===== src/include/cipher_consts.svh =====
// Alphabet, key, queue and register map constants for the Vigenere cipher
`ifndef CIPHER_CONSTS_SVH
`define CIPHER_CONSTS_SVH

`define ALPHABET_SIZE 26
`define KEY_SLOTS 10
`define RESULT_DEPTH 4

// Register map
`define ADDR_CTRL 32'h0000_0000
`define ADDR_DATA 32'h0000_0004
`define ADDR_RESULT 32'h0000_0008
`define ADDR_STATUS 32'h0000_000C
`define ADDR_KEY_BASE 32'h0000_0010

// Control register fields
`define CTRL_DECRYPT_BIT 0
`define CTRL_KEYLEN_LSB 4
`define CTRL_KEYLEN_MSB 7

`endif


===== src/hdl/cipher_pkg.sv =====
// Character, command, result and APB types for the Vigenere cipher
package cipher_pkg;

    typedef logic [7:0] asciiChar_t;
    typedef logic [4:0] letterIdx_t;
    typedef logic [3:0] keyLen_t;

    typedef enum logic [1:0] {
        cmdNone,
        cmdChar,
        cmdKeyWrite,
        cmdRestart
    } cmdKind_e;

    typedef struct packed {
        cmdKind_e   kind;
        logic       decrypt;
        logic       isLetter;
        letterIdx_t index;
        asciiChar_t raw;
        logic [3:0] keySlot;
        keyLen_t    keyLen;
        letterIdx_t keyIdx;
        logic [2:0] spare;
    } cipherCmd_t;

    typedef struct packed {
        logic       valid;
        logic       isLetter;
        letterIdx_t index;
        asciiChar_t raw;
    } cipherOut_t;

    typedef struct packed {
        logic        psel;
        logic        penable;
        logic        pwrite;
        logic [31:0] paddr;
        logic [31:0] pwdata;
    } apbReq_t;

    typedef struct packed {
        logic [31:0] prdata;
        logic        pready;
        logic        pslverr;
    } apbRsp_t;

endpackage


===== src/hdl/cipherDecode.sv =====
// APB slave with register decode, letter decoding and result occupancy tracking
`timescale 1ns/1ps
`include "cipher_consts.svh"

module cipherDecode (
    input  logic                   load,
    input  logic                   arstN,
    input  cipher_pkg::apbReq_t    apbReq,
    output cipher_pkg::apbRsp_t    apbRsp,
    input  cipher_pkg::asciiChar_t headChar,
    output logic                   pop,
    output cipher_pkg::cipherCmd_t cmd
);

    logic                   access;
    logic                   isCtrl;
    logic                   isData;
    logic                   isResult;
    logic                   isStatus;
    logic                   isKey;
    logic [31:0]            keyOffset;
    cipher_pkg::asciiChar_t wrByte;
    logic                   byteIsLetter;
    cipher_pkg::letterIdx_t byteIdx;
    cipher_pkg::keyLen_t    wrKeyLen;
    cipher_pkg::keyLen_t    normKeyLen;
    logic                   ctrlDecrypt;
    cipher_pkg::keyLen_t    ctrlKeyLen;
    logic [2:0]             occupancy;
    logic [2:0]             readyCount;
    logic                   queueFull;
    logic                   headAvail;
    logic                   wrDone;
    logic                   dataAccepted;
    cipher_pkg::cipherCmd_t cmdNext;

    assign access = apbReq.psel && apbReq.penable;

    // Address decode
    assign isCtrl = apbReq.paddr == `ADDR_CTRL;
    assign isData = apbReq.paddr == `ADDR_DATA;
    assign isResult = apbReq.paddr == `ADDR_RESULT;
    assign isStatus = apbReq.paddr == `ADDR_STATUS;
    assign keyOffset = apbReq.paddr - `ADDR_KEY_BASE;
    assign isKey = (apbReq.paddr >= `ADDR_KEY_BASE) && (keyOffset[1:0] == 2'b00)
                   && (keyOffset[31:2] < `KEY_SLOTS);

    // Uppercase letters become an index, everything else stays raw
    assign wrByte = apbReq.pwdata[7:0];
    assign byteIsLetter = (wrByte >= "A") && (wrByte <= "Z");
    assign byteIdx = byteIsLetter ? cipher_pkg::letterIdx_t'(wrByte - "A") : '0;

    assign wrKeyLen = apbReq.pwdata[`CTRL_KEYLEN_MSB:`CTRL_KEYLEN_LSB];
    assign normKeyLen = (wrKeyLen == '0 || wrKeyLen > `KEY_SLOTS)
                        ? cipher_pkg::keyLen_t'(`KEY_SLOTS) : wrKeyLen;

    // A char still in the command register cannot be read yet
    assign readyCount = occupancy - {2'b00, cmd.kind == cipher_pkg::cmdChar};
    assign headAvail = readyCount != 3'd0;
    assign queueFull = occupancy == 3'(`RESULT_DEPTH);

    always_comb begin
        apbRsp.pready = access && !(apbReq.pwrite && isData && queueFull);
        apbRsp.pslverr = 1'b0;
        apbRsp.prdata = '0;
        if (access) begin
            if (!(isCtrl || isData || isResult || isStatus || isKey)) begin
                apbRsp.pslverr = 1'b1;
            end else if (!apbReq.pwrite && isResult && !headAvail) begin
                apbRsp.pslverr = 1'b1;
            end
        end
        if (access && !apbReq.pwrite) begin
            if (isResult && headAvail) begin
                apbRsp.prdata[7:0] = headChar;
            end else if (isStatus) begin
                apbRsp.prdata[2:0] = occupancy;
            end else if (isCtrl) begin
                apbRsp.prdata[`CTRL_KEYLEN_MSB:`CTRL_KEYLEN_LSB] = ctrlKeyLen;
                apbRsp.prdata[`CTRL_DECRYPT_BIT] = ctrlDecrypt;
            end
        end
    end

    assign pop = access && !apbReq.pwrite && isResult && headAvail;
    assign wrDone = access && apbReq.pwrite && apbRsp.pready;
    assign dataAccepted = wrDone && isData;

    // Queued plus in-flight results
    always_ff @(posedge load or negedge arstN) begin
        if (!arstN) begin
            occupancy <= '0;
        end else begin
            occupancy <= occupancy + {2'b00, dataAccepted} - {2'b00, pop};
        end
    end

    always_ff @(posedge load or negedge arstN) begin
        if (!arstN) begin
            ctrlDecrypt <= 1'b0;
            ctrlKeyLen <= cipher_pkg::keyLen_t'(`KEY_SLOTS);
        end else if (wrDone && isCtrl) begin
            ctrlDecrypt <= apbReq.pwdata[`CTRL_DECRYPT_BIT];
            ctrlKeyLen <= normKeyLen;
        end
    end

    always_comb begin
        cmdNext = '0;
        cmdNext.kind = cipher_pkg::cmdNone;
        cmdNext.decrypt = ctrlDecrypt;
        cmdNext.keyLen = ctrlKeyLen;
        if (wrDone) begin
            if (isData) begin
                cmdNext.kind = cipher_pkg::cmdChar;
                cmdNext.isLetter = byteIsLetter;
                cmdNext.index = byteIdx;
                cmdNext.raw = wrByte;
            end else if (isKey) begin
                cmdNext.kind = cipher_pkg::cmdKeyWrite;
                cmdNext.keySlot = keyOffset[5:2];
                cmdNext.keyIdx = byteIdx;
            end else if (isCtrl) begin
                cmdNext.kind = cipher_pkg::cmdRestart;
                cmdNext.decrypt = apbReq.pwdata[`CTRL_DECRYPT_BIT];
                cmdNext.keyLen = normKeyLen;
            end
        end
    end

    always_ff @(posedge load or negedge arstN) begin
        if (!arstN) begin
            cmd <= '0;
        end else begin
            cmd <= cmdNext;
        end
    end

endmodule


===== src/hdl/keyShift.sv =====
// Key store, key position counter and modular letter shift
`timescale 1ns/1ps
`include "cipher_consts.svh"

module keyShift (
    input  logic                   load,
    input  logic                   arstN,
    input  cipher_pkg::cipherCmd_t cmd,
    output cipher_pkg::cipherOut_t result
);

    cipher_pkg::letterIdx_t keys [`KEY_SLOTS];
    cipher_pkg::keyLen_t    keyLen;
    cipher_pkg::keyLen_t    keyPos;
    cipher_pkg::letterIdx_t curKey;
    logic [5:0]             sum;
    cipher_pkg::letterIdx_t shifted;

    assign curKey = keys[keyPos];

    // Add or subtract the key letter modulo the alphabet
    always_comb begin
        if (cmd.decrypt) begin
            sum = {1'b0, cmd.index} + 6'(`ALPHABET_SIZE) - {1'b0, curKey};
        end else begin
            sum = {1'b0, cmd.index} + {1'b0, curKey};
        end
        if (sum >= 6'(`ALPHABET_SIZE)) begin
            shifted = cipher_pkg::letterIdx_t'(sum - 6'(`ALPHABET_SIZE));
        end else begin
            shifted = cipher_pkg::letterIdx_t'(sum);
        end
    end

    always_ff @(posedge load or negedge arstN) begin
        if (!arstN) begin
            for (int i = 0; i < `KEY_SLOTS; i++) begin
                keys[i] <= '0;
            end
            keyLen <= cipher_pkg::keyLen_t'(`KEY_SLOTS);
            keyPos <= '0;
        end else begin
            case (cmd.kind)
                cipher_pkg::cmdKeyWrite: begin
                    if (cmd.keySlot < `KEY_SLOTS) begin
                        keys[cmd.keySlot] <= cmd.keyIdx;
                    end
                end
                cipher_pkg::cmdRestart: begin
                    keyLen <= cmd.keyLen;
                    keyPos <= '0;
                end
                cipher_pkg::cmdChar: begin
                    // Non-letters keep the key where it is
                    if (cmd.isLetter) begin
                        keyPos <= (keyPos == keyLen - 4'd1) ? '0 : keyPos + 4'd1;
                    end
                end
                default: begin
                end
            endcase
        end
    end

    always_ff @(posedge load or negedge arstN) begin
        if (!arstN) begin
            result <= '0;
        end else begin
            result.valid <= cmd.kind == cipher_pkg::cmdChar;
            result.isLetter <= cmd.isLetter;
            result.index <= cmd.isLetter ? shifted : cmd.index;
            result.raw <= cmd.raw;
        end
    end

endmodule


===== src/hdl/resultQueue.sv =====
// Index to ASCII encoder and result FIFO with read-through head
`timescale 1ns/1ps
`include "cipher_consts.svh"

module resultQueue (
    input  logic                   load,
    input  logic                   arstN,
    input  cipher_pkg::cipherOut_t result,
    input  logic                   pop,
    output cipher_pkg::asciiChar_t headChar
);

    localparam int PTR_W = $clog2(`RESULT_DEPTH);

    cipher_pkg::asciiChar_t mem [`RESULT_DEPTH];
    logic [PTR_W-1:0]       wrPtr;
    logic [PTR_W-1:0]       rdPtr;
    logic [PTR_W:0]         count;
    cipher_pkg::asciiChar_t inChar;
    logic                   empty;
    logic                   bypass;
    logic                   doPush;
    logic                   doPop;

    assign inChar = result.isLetter ? "A" + {3'b000, result.index} : result.raw;

    // Empty queue hands the arriving result straight to the reader
    assign empty = count == '0;
    assign bypass = empty && pop;
    assign doPush = result.valid && !bypass;
    assign doPop = pop && !empty;
    assign headChar = empty ? inChar : mem[rdPtr];

    always_ff @(posedge load) begin
        if (doPush) begin
            mem[wrPtr] <= inChar;
        end
    end

    always_ff @(posedge load or negedge arstN) begin
        if (!arstN) begin
            wrPtr <= '0;
            rdPtr <= '0;
            count <= '0;
        end else begin
            if (doPush) begin
                wrPtr <= (wrPtr == PTR_W'(`RESULT_DEPTH - 1)) ? '0 : wrPtr + 1'b1;
            end
            if (doPop) begin
                rdPtr <= (rdPtr == PTR_W'(`RESULT_DEPTH - 1)) ? '0 : rdPtr + 1'b1;
            end
            count <= count + (PTR_W + 1)'(doPush) - (PTR_W + 1)'(doPop);
        end
    end

endmodule


===== src/hdl/vigenereCipher.sv =====
// Top level of the Vigenere cipher with APB front end
`timescale 1ns/1ps

module vigenereCipher (
    input  logic                load,
    input  logic                arstN,
    input  cipher_pkg::apbReq_t apbReq,
    output cipher_pkg::apbRsp_t apbRsp
);

    cipher_pkg::cipherCmd_t cmd;
    cipher_pkg::cipherOut_t result;
    cipher_pkg::asciiChar_t headChar;
    logic                   pop;

    cipherDecode decodeStage (
        .load     (load),
        .arstN    (arstN),
        .apbReq   (apbReq),
        .apbRsp   (apbRsp),
        .headChar (headChar),
        .pop      (pop),
        .cmd      (cmd)
    );

    // Key letter applied here
    keyShift shiftStage (
        .load   (load),
        .arstN  (arstN),
        .cmd    (cmd),
        .result (result)
    );

    resultQueue queueStage (
        .load     (load),
        .arstN    (arstN),
        .result   (result),
        .pop      (pop),
        .headChar (headChar)
    );

endmodule


===== config.mk =====
export PLATFORM = sky130hd
export DESIGN_NAME = vigenereCipher
export DESIGN_NICKNAME = d
export VERILOG_FILES = /design/src/hdl/cipher_pkg.sv /design/src/hdl/cipherDecode.sv /design/src/hdl/keyShift.sv /design/src/hdl/resultQueue.sv /design/src/hdl/vigenereCipher.sv
export VERILOG_INCLUDE_DIRS = /design/src /design/src/include
export SDC_FILE = /design/constraint.sdc
export NUM_CORES = 1
export LEC_CHECK = 0
export BUFFER_PORTS_ARGS = -buffer_cell sky130_fd_sc_hd__buf_2
export CORE_UTILIZATION = 45
export DETAILED_ROUTE_END_ITERATION = 10
export GPL_TIMING_DRIVEN = 0
export HOLD_SLACK_MARGIN = 0.08
export PLACE_DENSITY_LB_ADDON = 0.08
export SETUP_SLACK_MARGIN = 0.4
export SYNTH_ARGS = -nofsm -noshare
export SYNTH_HDL_FRONTEND = slang
export SYNTH_SLANG_ARGS = --single-unit

===== constraint.sdc =====
create_clock -name load -period 10.7 [get_ports load]
set_clock_uncertainty 0.05 [all_clocks]
set_input_delay 2.14 -clock load [delete_from_list [all_inputs] [get_ports load]]
set_output_delay 2.14 -clock load [all_outputs]
set_load 0.02 [all_outputs]

# Yosys cells after proc, flatten, opt, wreduce, memory -nomap -nowiden

Memories as Yosys holds them, arrays and structs flattened.
Cells that the tools add are included.

Reduce and logical (&&, ||, !) cells: 39
Bitwise logic cells: 2
Equality and inequality tests: 11
Mux-type cells: 44
$add $sub $neg: 16
Magnitude comparators: 10

Operator list:

| operator                                              | number |
|---|---|
| == test 32 x 4 -> 1 bit (second input constant)       | 2 |
| bitwise mux 50 bit                                    | 1 |
| 2-to-1 mux 4 bit                                      | 9 |
| 2-to-1 mux 5 bit                                      | 7 |
| == test 32 x 3 -> 1 bit (second input constant)       | 1 |
| >= comparator 32 x 5 -> 1 bit (second input constant) | 1 |
| logical NOT 32 bit                                    | 1 |
| subtractor 32 x 5 -> 32 bit (second input constant)   | 1 |
| < comparator 30 x 4 -> 1 bit (second input constant)  | 1 |
| 2-to-1 mux 30 bit                                     | 1 |
| 2-to-1 mux 8 bit                                      | 3 |
| logical AND 1 bit                                     | 21 |
| binary-select mux 5 bit (select 4 bit)                | 1 |
| demux 5 bit (select 4 bit)                            | 1 |
| 2-to-1 mux 14 bit                                     | 1 |
| 2-to-1 mux 13 bit                                     | 1 |
| >= comparator 5 bit (second input constant)           | 2 |
| 2-to-1 mux 1 bit                                      | 10 |
| 2-to-1 mux 2 bit                                      | 5 |
| NOT 4 -> 5 bit                                        | 2 |
| subtractor 3 x 1 -> 3 bit                             | 3 |
| adder 7 x 5 -> 8 bit (first input constant)           | 1 |
| == test 2 bit (second input constant)                 | 4 |
| >= comparator 8 x 7 -> 1 bit (second input constant)  | 1 |
| 29 further kinds                                      | 41 |

Bits in registers: 118
Memories: 1
Word-level logic and storage cells: 153
Output and inout bits: 34
Input port bits: 69
RAM bits: 32

Memories:

| memory         | words | bits a word | rd ports | clocked after memory_dff | wr ports | RTL line          | source |
|---|---|---|---|---|---|---|---|
| queueStage.mem | 4     | 8           | 1        | 0                        | 1        | resultQueue.sv:15 | `` cipher_pkg::asciiChar_t mem [`RESULT_DEPTH]; `` |

# Depth between registers and ports, before layout

Depth in word-level cells: 9
Mapped depth: 15
Depth with buffers taken out: 14

# Hierarchy

From an unflattened synthesis, not the netlist that was laid out.

Cells, all modules: 702
Area, all modules: 8159.1 um^2

By module, submodules not included:

| module       | area an instance (um^2) | cells an instance | sequential area each (um^2) | instances |
|---|---|---|---|---|
| keyShift     | 3847.4                  | 311               | 1829.3                      | 1 |
| cipherDecode | 2454.9                  | 273               | 953.4                       | 1 |
| resultQueue  | 1856.8                  | 118               | 1136.1                      | 1 |

# Least setup slack after synthesis

No wires, ideal clock.

Kind: input to output
Start point: input port apbReq[44] (netlist name)
End point: output port apbRsp[7] (netlist name)
Stages on the path: 8
Arrival: 4.620 ns
Slack: 3.890 ns
Path buffers: 2
Data required time: 8.510 ns
Cell sequence: or4_1 or4_1 buf_2 or4_1 buf_2 nor4_1 nand2_1 o21ai_0

RTL lines:

| item               | RTL line            | source |
|---|---|---|
| start: declaration | vigenereCipher.sv:7 | `input cipher_pkg::apbReq_t apbReq,` |
| end: declaration   | vigenereCipher.sv:8 | `output cipher_pkg::apbRsp_t apbRsp` |

==> summary by stage <==
Die
The die covers 0.0181 mm2. The die width is roughly 130 um. For this configuration, the core starts out at a cell density of 45.8%. The region available for standard cell placement spans between 0.015 and 0.02 mm2. The die is 134 um tall. The placement row count is 48. Pin placement for this block handled between 100 and 150 I/O pins.

Critical path
For the worst flop-to-flop path, the logic depth is 14. Counting stages on the worst path, the most repeated cell is sky130_fd_sc_hd__buf_2. In this run the critical register-to-register path is launched from shiftStage.keyPos[0]. The category of the most critical setup path is in2out. The endpoint identified for the worst register-to-register timing path is shiftStage.result[11].

Data on the critical path arrives at its endpoint at between 5 and 6 ns. The register-to-register setup slack is around 5.9 ns. Along the worst path, the maximum fanout reaches 9. STA classifies the critical path endpoint as a primary output. The worst path required time is between 8 and 9 ns. The maximum cell stage delay along the critical path is about 0.57 ns.

The type of element launching the critical path is a primary input. Walking the worst path, the cells encountered are buf_2, or4_1, or4_1, buf_2, or4_1, buf_2, nor4_1, nand2_1, o21ai_0, buf_2. The slowest library cell on the worst path is sky130_fd_sc_hd__or4_1.

Placed design
The pre-CTS worst setup slack is between 3 and 4 ns. The count of buffers inserted at the top-level ports is 52. Detailed placement ended at an HPWL of 12,700 um. The congestion estimate from routability-driven global placement came to between 0.8 and 0.9. The total cell area at the placement stage is between 0.008 and 0.009 mm2.

Cells and area
The net count reported at finish is a little under 900. The proportion of layout cells with a drive suffix above 1 is between 20% and 30%. Relative to the synthesized area, the layout overhead comes to 15.9%.

The number of antenna diodes in the final layout is 0. Leaving out fill and tap cells, the most frequent cell in the layout is sky130_fd_sc_hd__dfrtp_1. Summing all non-filler instances in the final layout gives an area of 0.00915 mm2.

The top cell types in the final layout, fill and taps aside, are sky130_fd_sc_hd__dfrtp_1 (114), sky130_fd_sc_hd__mux2_2 (66), sky130_fd_sc_hd__buf_2 (53).

Clock tree
The clock drives 150 sinks. The number of gates resized after CTS was 0. The insertion delay to the later sink of the worst-skew pair is around 0.43 ns.

Once the clock tree was built, the setup fixing pass inserted 0 buffers. The number of buffers created by CTS is 17. The H-tree depth is 4.

The clock passes through at most 2 buffers. Buffers inserted to repair hold after CTS numbered 0. After clock tree synthesis, the clock-pin slew on the worst setup and hold paths is ~0.070 ns.

The cell at the root of the clock tree is sky130_fd_sc_hd__clkbuf_16. The CTS tree is yes.

Timing
The final critical path takes up between 60% and 70% of the cycle. Measured against its own limit, the worst slew margin works out to around 41%. For the pin with the worst max-slew slack, the measured transition is slightly below 0.9 ns.

For the final routed database, the setup TNS stands at 0 ns. The final hold violation count is 0. The post-layout worst setup margin is 3.32 ns. The final setup violation count is 0.

Setup repair after global routing left no endpoint under its margin. The timing-limited maximum frequency is approximately 0.14 GHz. The number of pins exceeding their max-slew limit in the final report was 0.

The clock period minus worst slack is ~7.4 ns.

Run status
The run finished with clean final reports.

Drt
The violation count after the first detailed-routing iteration is about 250. The ratio of routed vias to standard cells is roughly 5.3. Once detail routing completed, the nets flagged for antenna violations numbered 0. The average wire length per cell after detail routing is 17.0 um.

The final route contains ~5.3k vias. After detailed routing, the number of remaining DRC violations is 0. The detailed-routing iteration count for the pre-antenna-repair pass is 5. The total length of routed wires is around 17,000 um.

GRT
The wire length of the first global-routing pass is roughly 28,000 um. The via count of the first global-routing pass is between 5k and 6k. The maximum number of pins on one net before global-route repair is 77.

The initial antenna violation count is 0. The remaining global-route overflow is 0. Global routing consumed, over all layers together, between 20% and 30% of the routing resources.

Synthesis
The sequential fraction of the synthesis area is 49.7%. The average size of a mapped cell is about 12 um2. The mapped netlist covers 0.00789 mm2. The fraction of registers with async set/reset is 78.7%. Yosys mapped the design onto 62 distinct sky130hd cell types.

The cell count after synthesis came out at 664. The area fraction in compound gates after synthesis is under 10%. The number of warnings printed during yosys synthesis is 0. The fraction of synthesized cell area in xor and xnor cells is around 2.6%. The number of flops mapped to enable cells by yosys is 32. The number of flip-flops and latches in the synthesized netlist is 150.

The adder and majority cell fraction of the synthesized area is 6.40%. The post-synthesis mux area share is between 10% and 20%. The most used flip-flop cell after synthesis is sky130_fd_sc_hd__dfrtp_1. Of the total synthesized cell area, the portion taken by AND, OR, NAND and NOR gates is about an eighth. The combinational family with the most area after synthesis is multiplexers.

Pwr
Across the VDD grid, the largest voltage drop is between 0.1 and 0.15 mV. In this run the static leakage power is around 4.1 nW. The power density over cell area is about 130 mW/mm2.

Hold path
The critical hold path startpoint is decodeStage.cmd[18]. The worst hold path endpoint is shiftStage.result[2]. The cell count of the worst hold path is 0. The path category of the worst min-delay check is reg2reg.

Run
The number of maximum-capacitance constraint violations is 0.
## per-layer routing
metal / wire [um] / global-route usage [%]
met1: 7930 / 27.9
met2: 8200 / 33.6
met3: 662 / 4.65
met4: 197 / 4.93
met5: 0 / 0
## cell usage after synthesis (6+ instances only)
library cell | number | area (um2)
sky130_fd_sc_hd__nand3_1 | 10 | 50.1
sky130_fd_sc_hd__xnor2_1 | 21 | 184
sky130_fd_sc_hd__nor2_1 | 36 | 135
sky130_fd_sc_hd__or4_1 | 9 | 67.6
sky130_fd_sc_hd__mux4_2 | 18 | 405
sky130_fd_sc_hd__a21oi_1 | 14 | 70.1
sky130_fd_sc_hd__nor3_1 | 17 | 85.1
sky130_fd_sc_hd__o21ai_0 | 18 | 90.1
sky130_fd_sc_hd__buf_4 | 25 | 188
sky130_fd_sc_hd__nand2_1 | 39 | 146
sky130_fd_sc_hd__mux2i_1 | 20 | 200
sky130_fd_sc_hd__dfrtp_1 | 114 | 2850
sky130_fd_sc_hd__mux2_2 | 66 | 743
sky130_fd_sc_hd__and2_1 | 13 | 81.3
sky130_fd_sc_hd__nor3b_1 | 6 | 45.0
sky130_fd_sc_hd__clkbuf_1 | 16 | 60.1
sky130_fd_sc_hd__or3_1 | 6 | 37.5
sky130_fd_sc_hd__buf_1 | 8 | 30.0
sky130_fd_sc_hd__nor4_1 | 13 | 81.3
sky130_fd_sc_hd__ha_1 | 34 | 425
sky130_fd_sc_hd__edfxtp_1 | 32 | 961
sky130_fd_sc_hd__inv_1 | 40 | 150
## power by group
| group | internal [mW] | switching (mW) | total, mW |
|---|---|---|---|
| Combinational | 0.0199 | 0.0350 | 0.0549 |
| Clock | 0.350 | 0.241 | 0.592 |
| Sequential | 0.582 | 0.00000000218 | 0.582 |
## state kept, by name, indices dropped and copies added, names as in the netlist, 3 cells and up
name,count
shiftStage.result,15
queueStage.count,3
queueStage.mem,32
decodeStage.cmd,30
decodeStage.occupancy,3
shiftStage.keyLen,4
decodeStage.ctrlKeyLen,4
shiftStage.keys,50
shiftStage.keyPos,4
## metrics by stage
stage	power [mW]	hold WS (ns)	std cells	util, %
4_1_cts	1.24	0.300	997	53.1
5_1_grt	1.27	0.306	997	53.1
3_5_place_dp	0.648	0.285	965	49.6
3_3_place_gp	0.645	0.283	964	49.4
6_report	1.23	0.300	997	53.1
2_1_floorplan	0.621	0.281	687	-
## layout make-up
type	count	area (um2)
Tap cell	225	282
Fill cell	1500	8090
Clock inverter	11	109
Multi-Input combinational cell	445	3620
Sequential cell	150	3920
Timing Repair Buffer	53	294
Buffer	51	288
Inverter	41	154
Clock buffer	21	482
## logic make-up after synthesis
logic type	Yosys count
multiplexers	104
AO/OA/AOI/OAI	78
XOR/XNOR	23
buffers and inverters	92
flip-flops	150
adder cells (fa/ha/maj)	38
other	1
AND/OR/NAND/NOR	178
## worst max path at each step
stage               start   endpoint  slack [ns]
2_1_floorplan  apbReq[44]  apbRsp[7]        3.89
3_3_place_gp   apbReq[44]  apbRsp[8]        3.38
3_5_place_dp   apbReq[44]  apbRsp[8]        3.34
4_1_cts        apbReq[44]  apbRsp[8]        3.33
5_1_grt        apbReq[44]  apbRsp[8]        3.06
6_report       apbReq[44]  apbRsp[8]        3.32
## worst max-delay path, delay by kind of cell
kind,cells,cell delay [ns]
simple gates,5,2.25
compound gates,1,0.13
buf+inv,4,0.67
(Power assumes the default switching activity.)
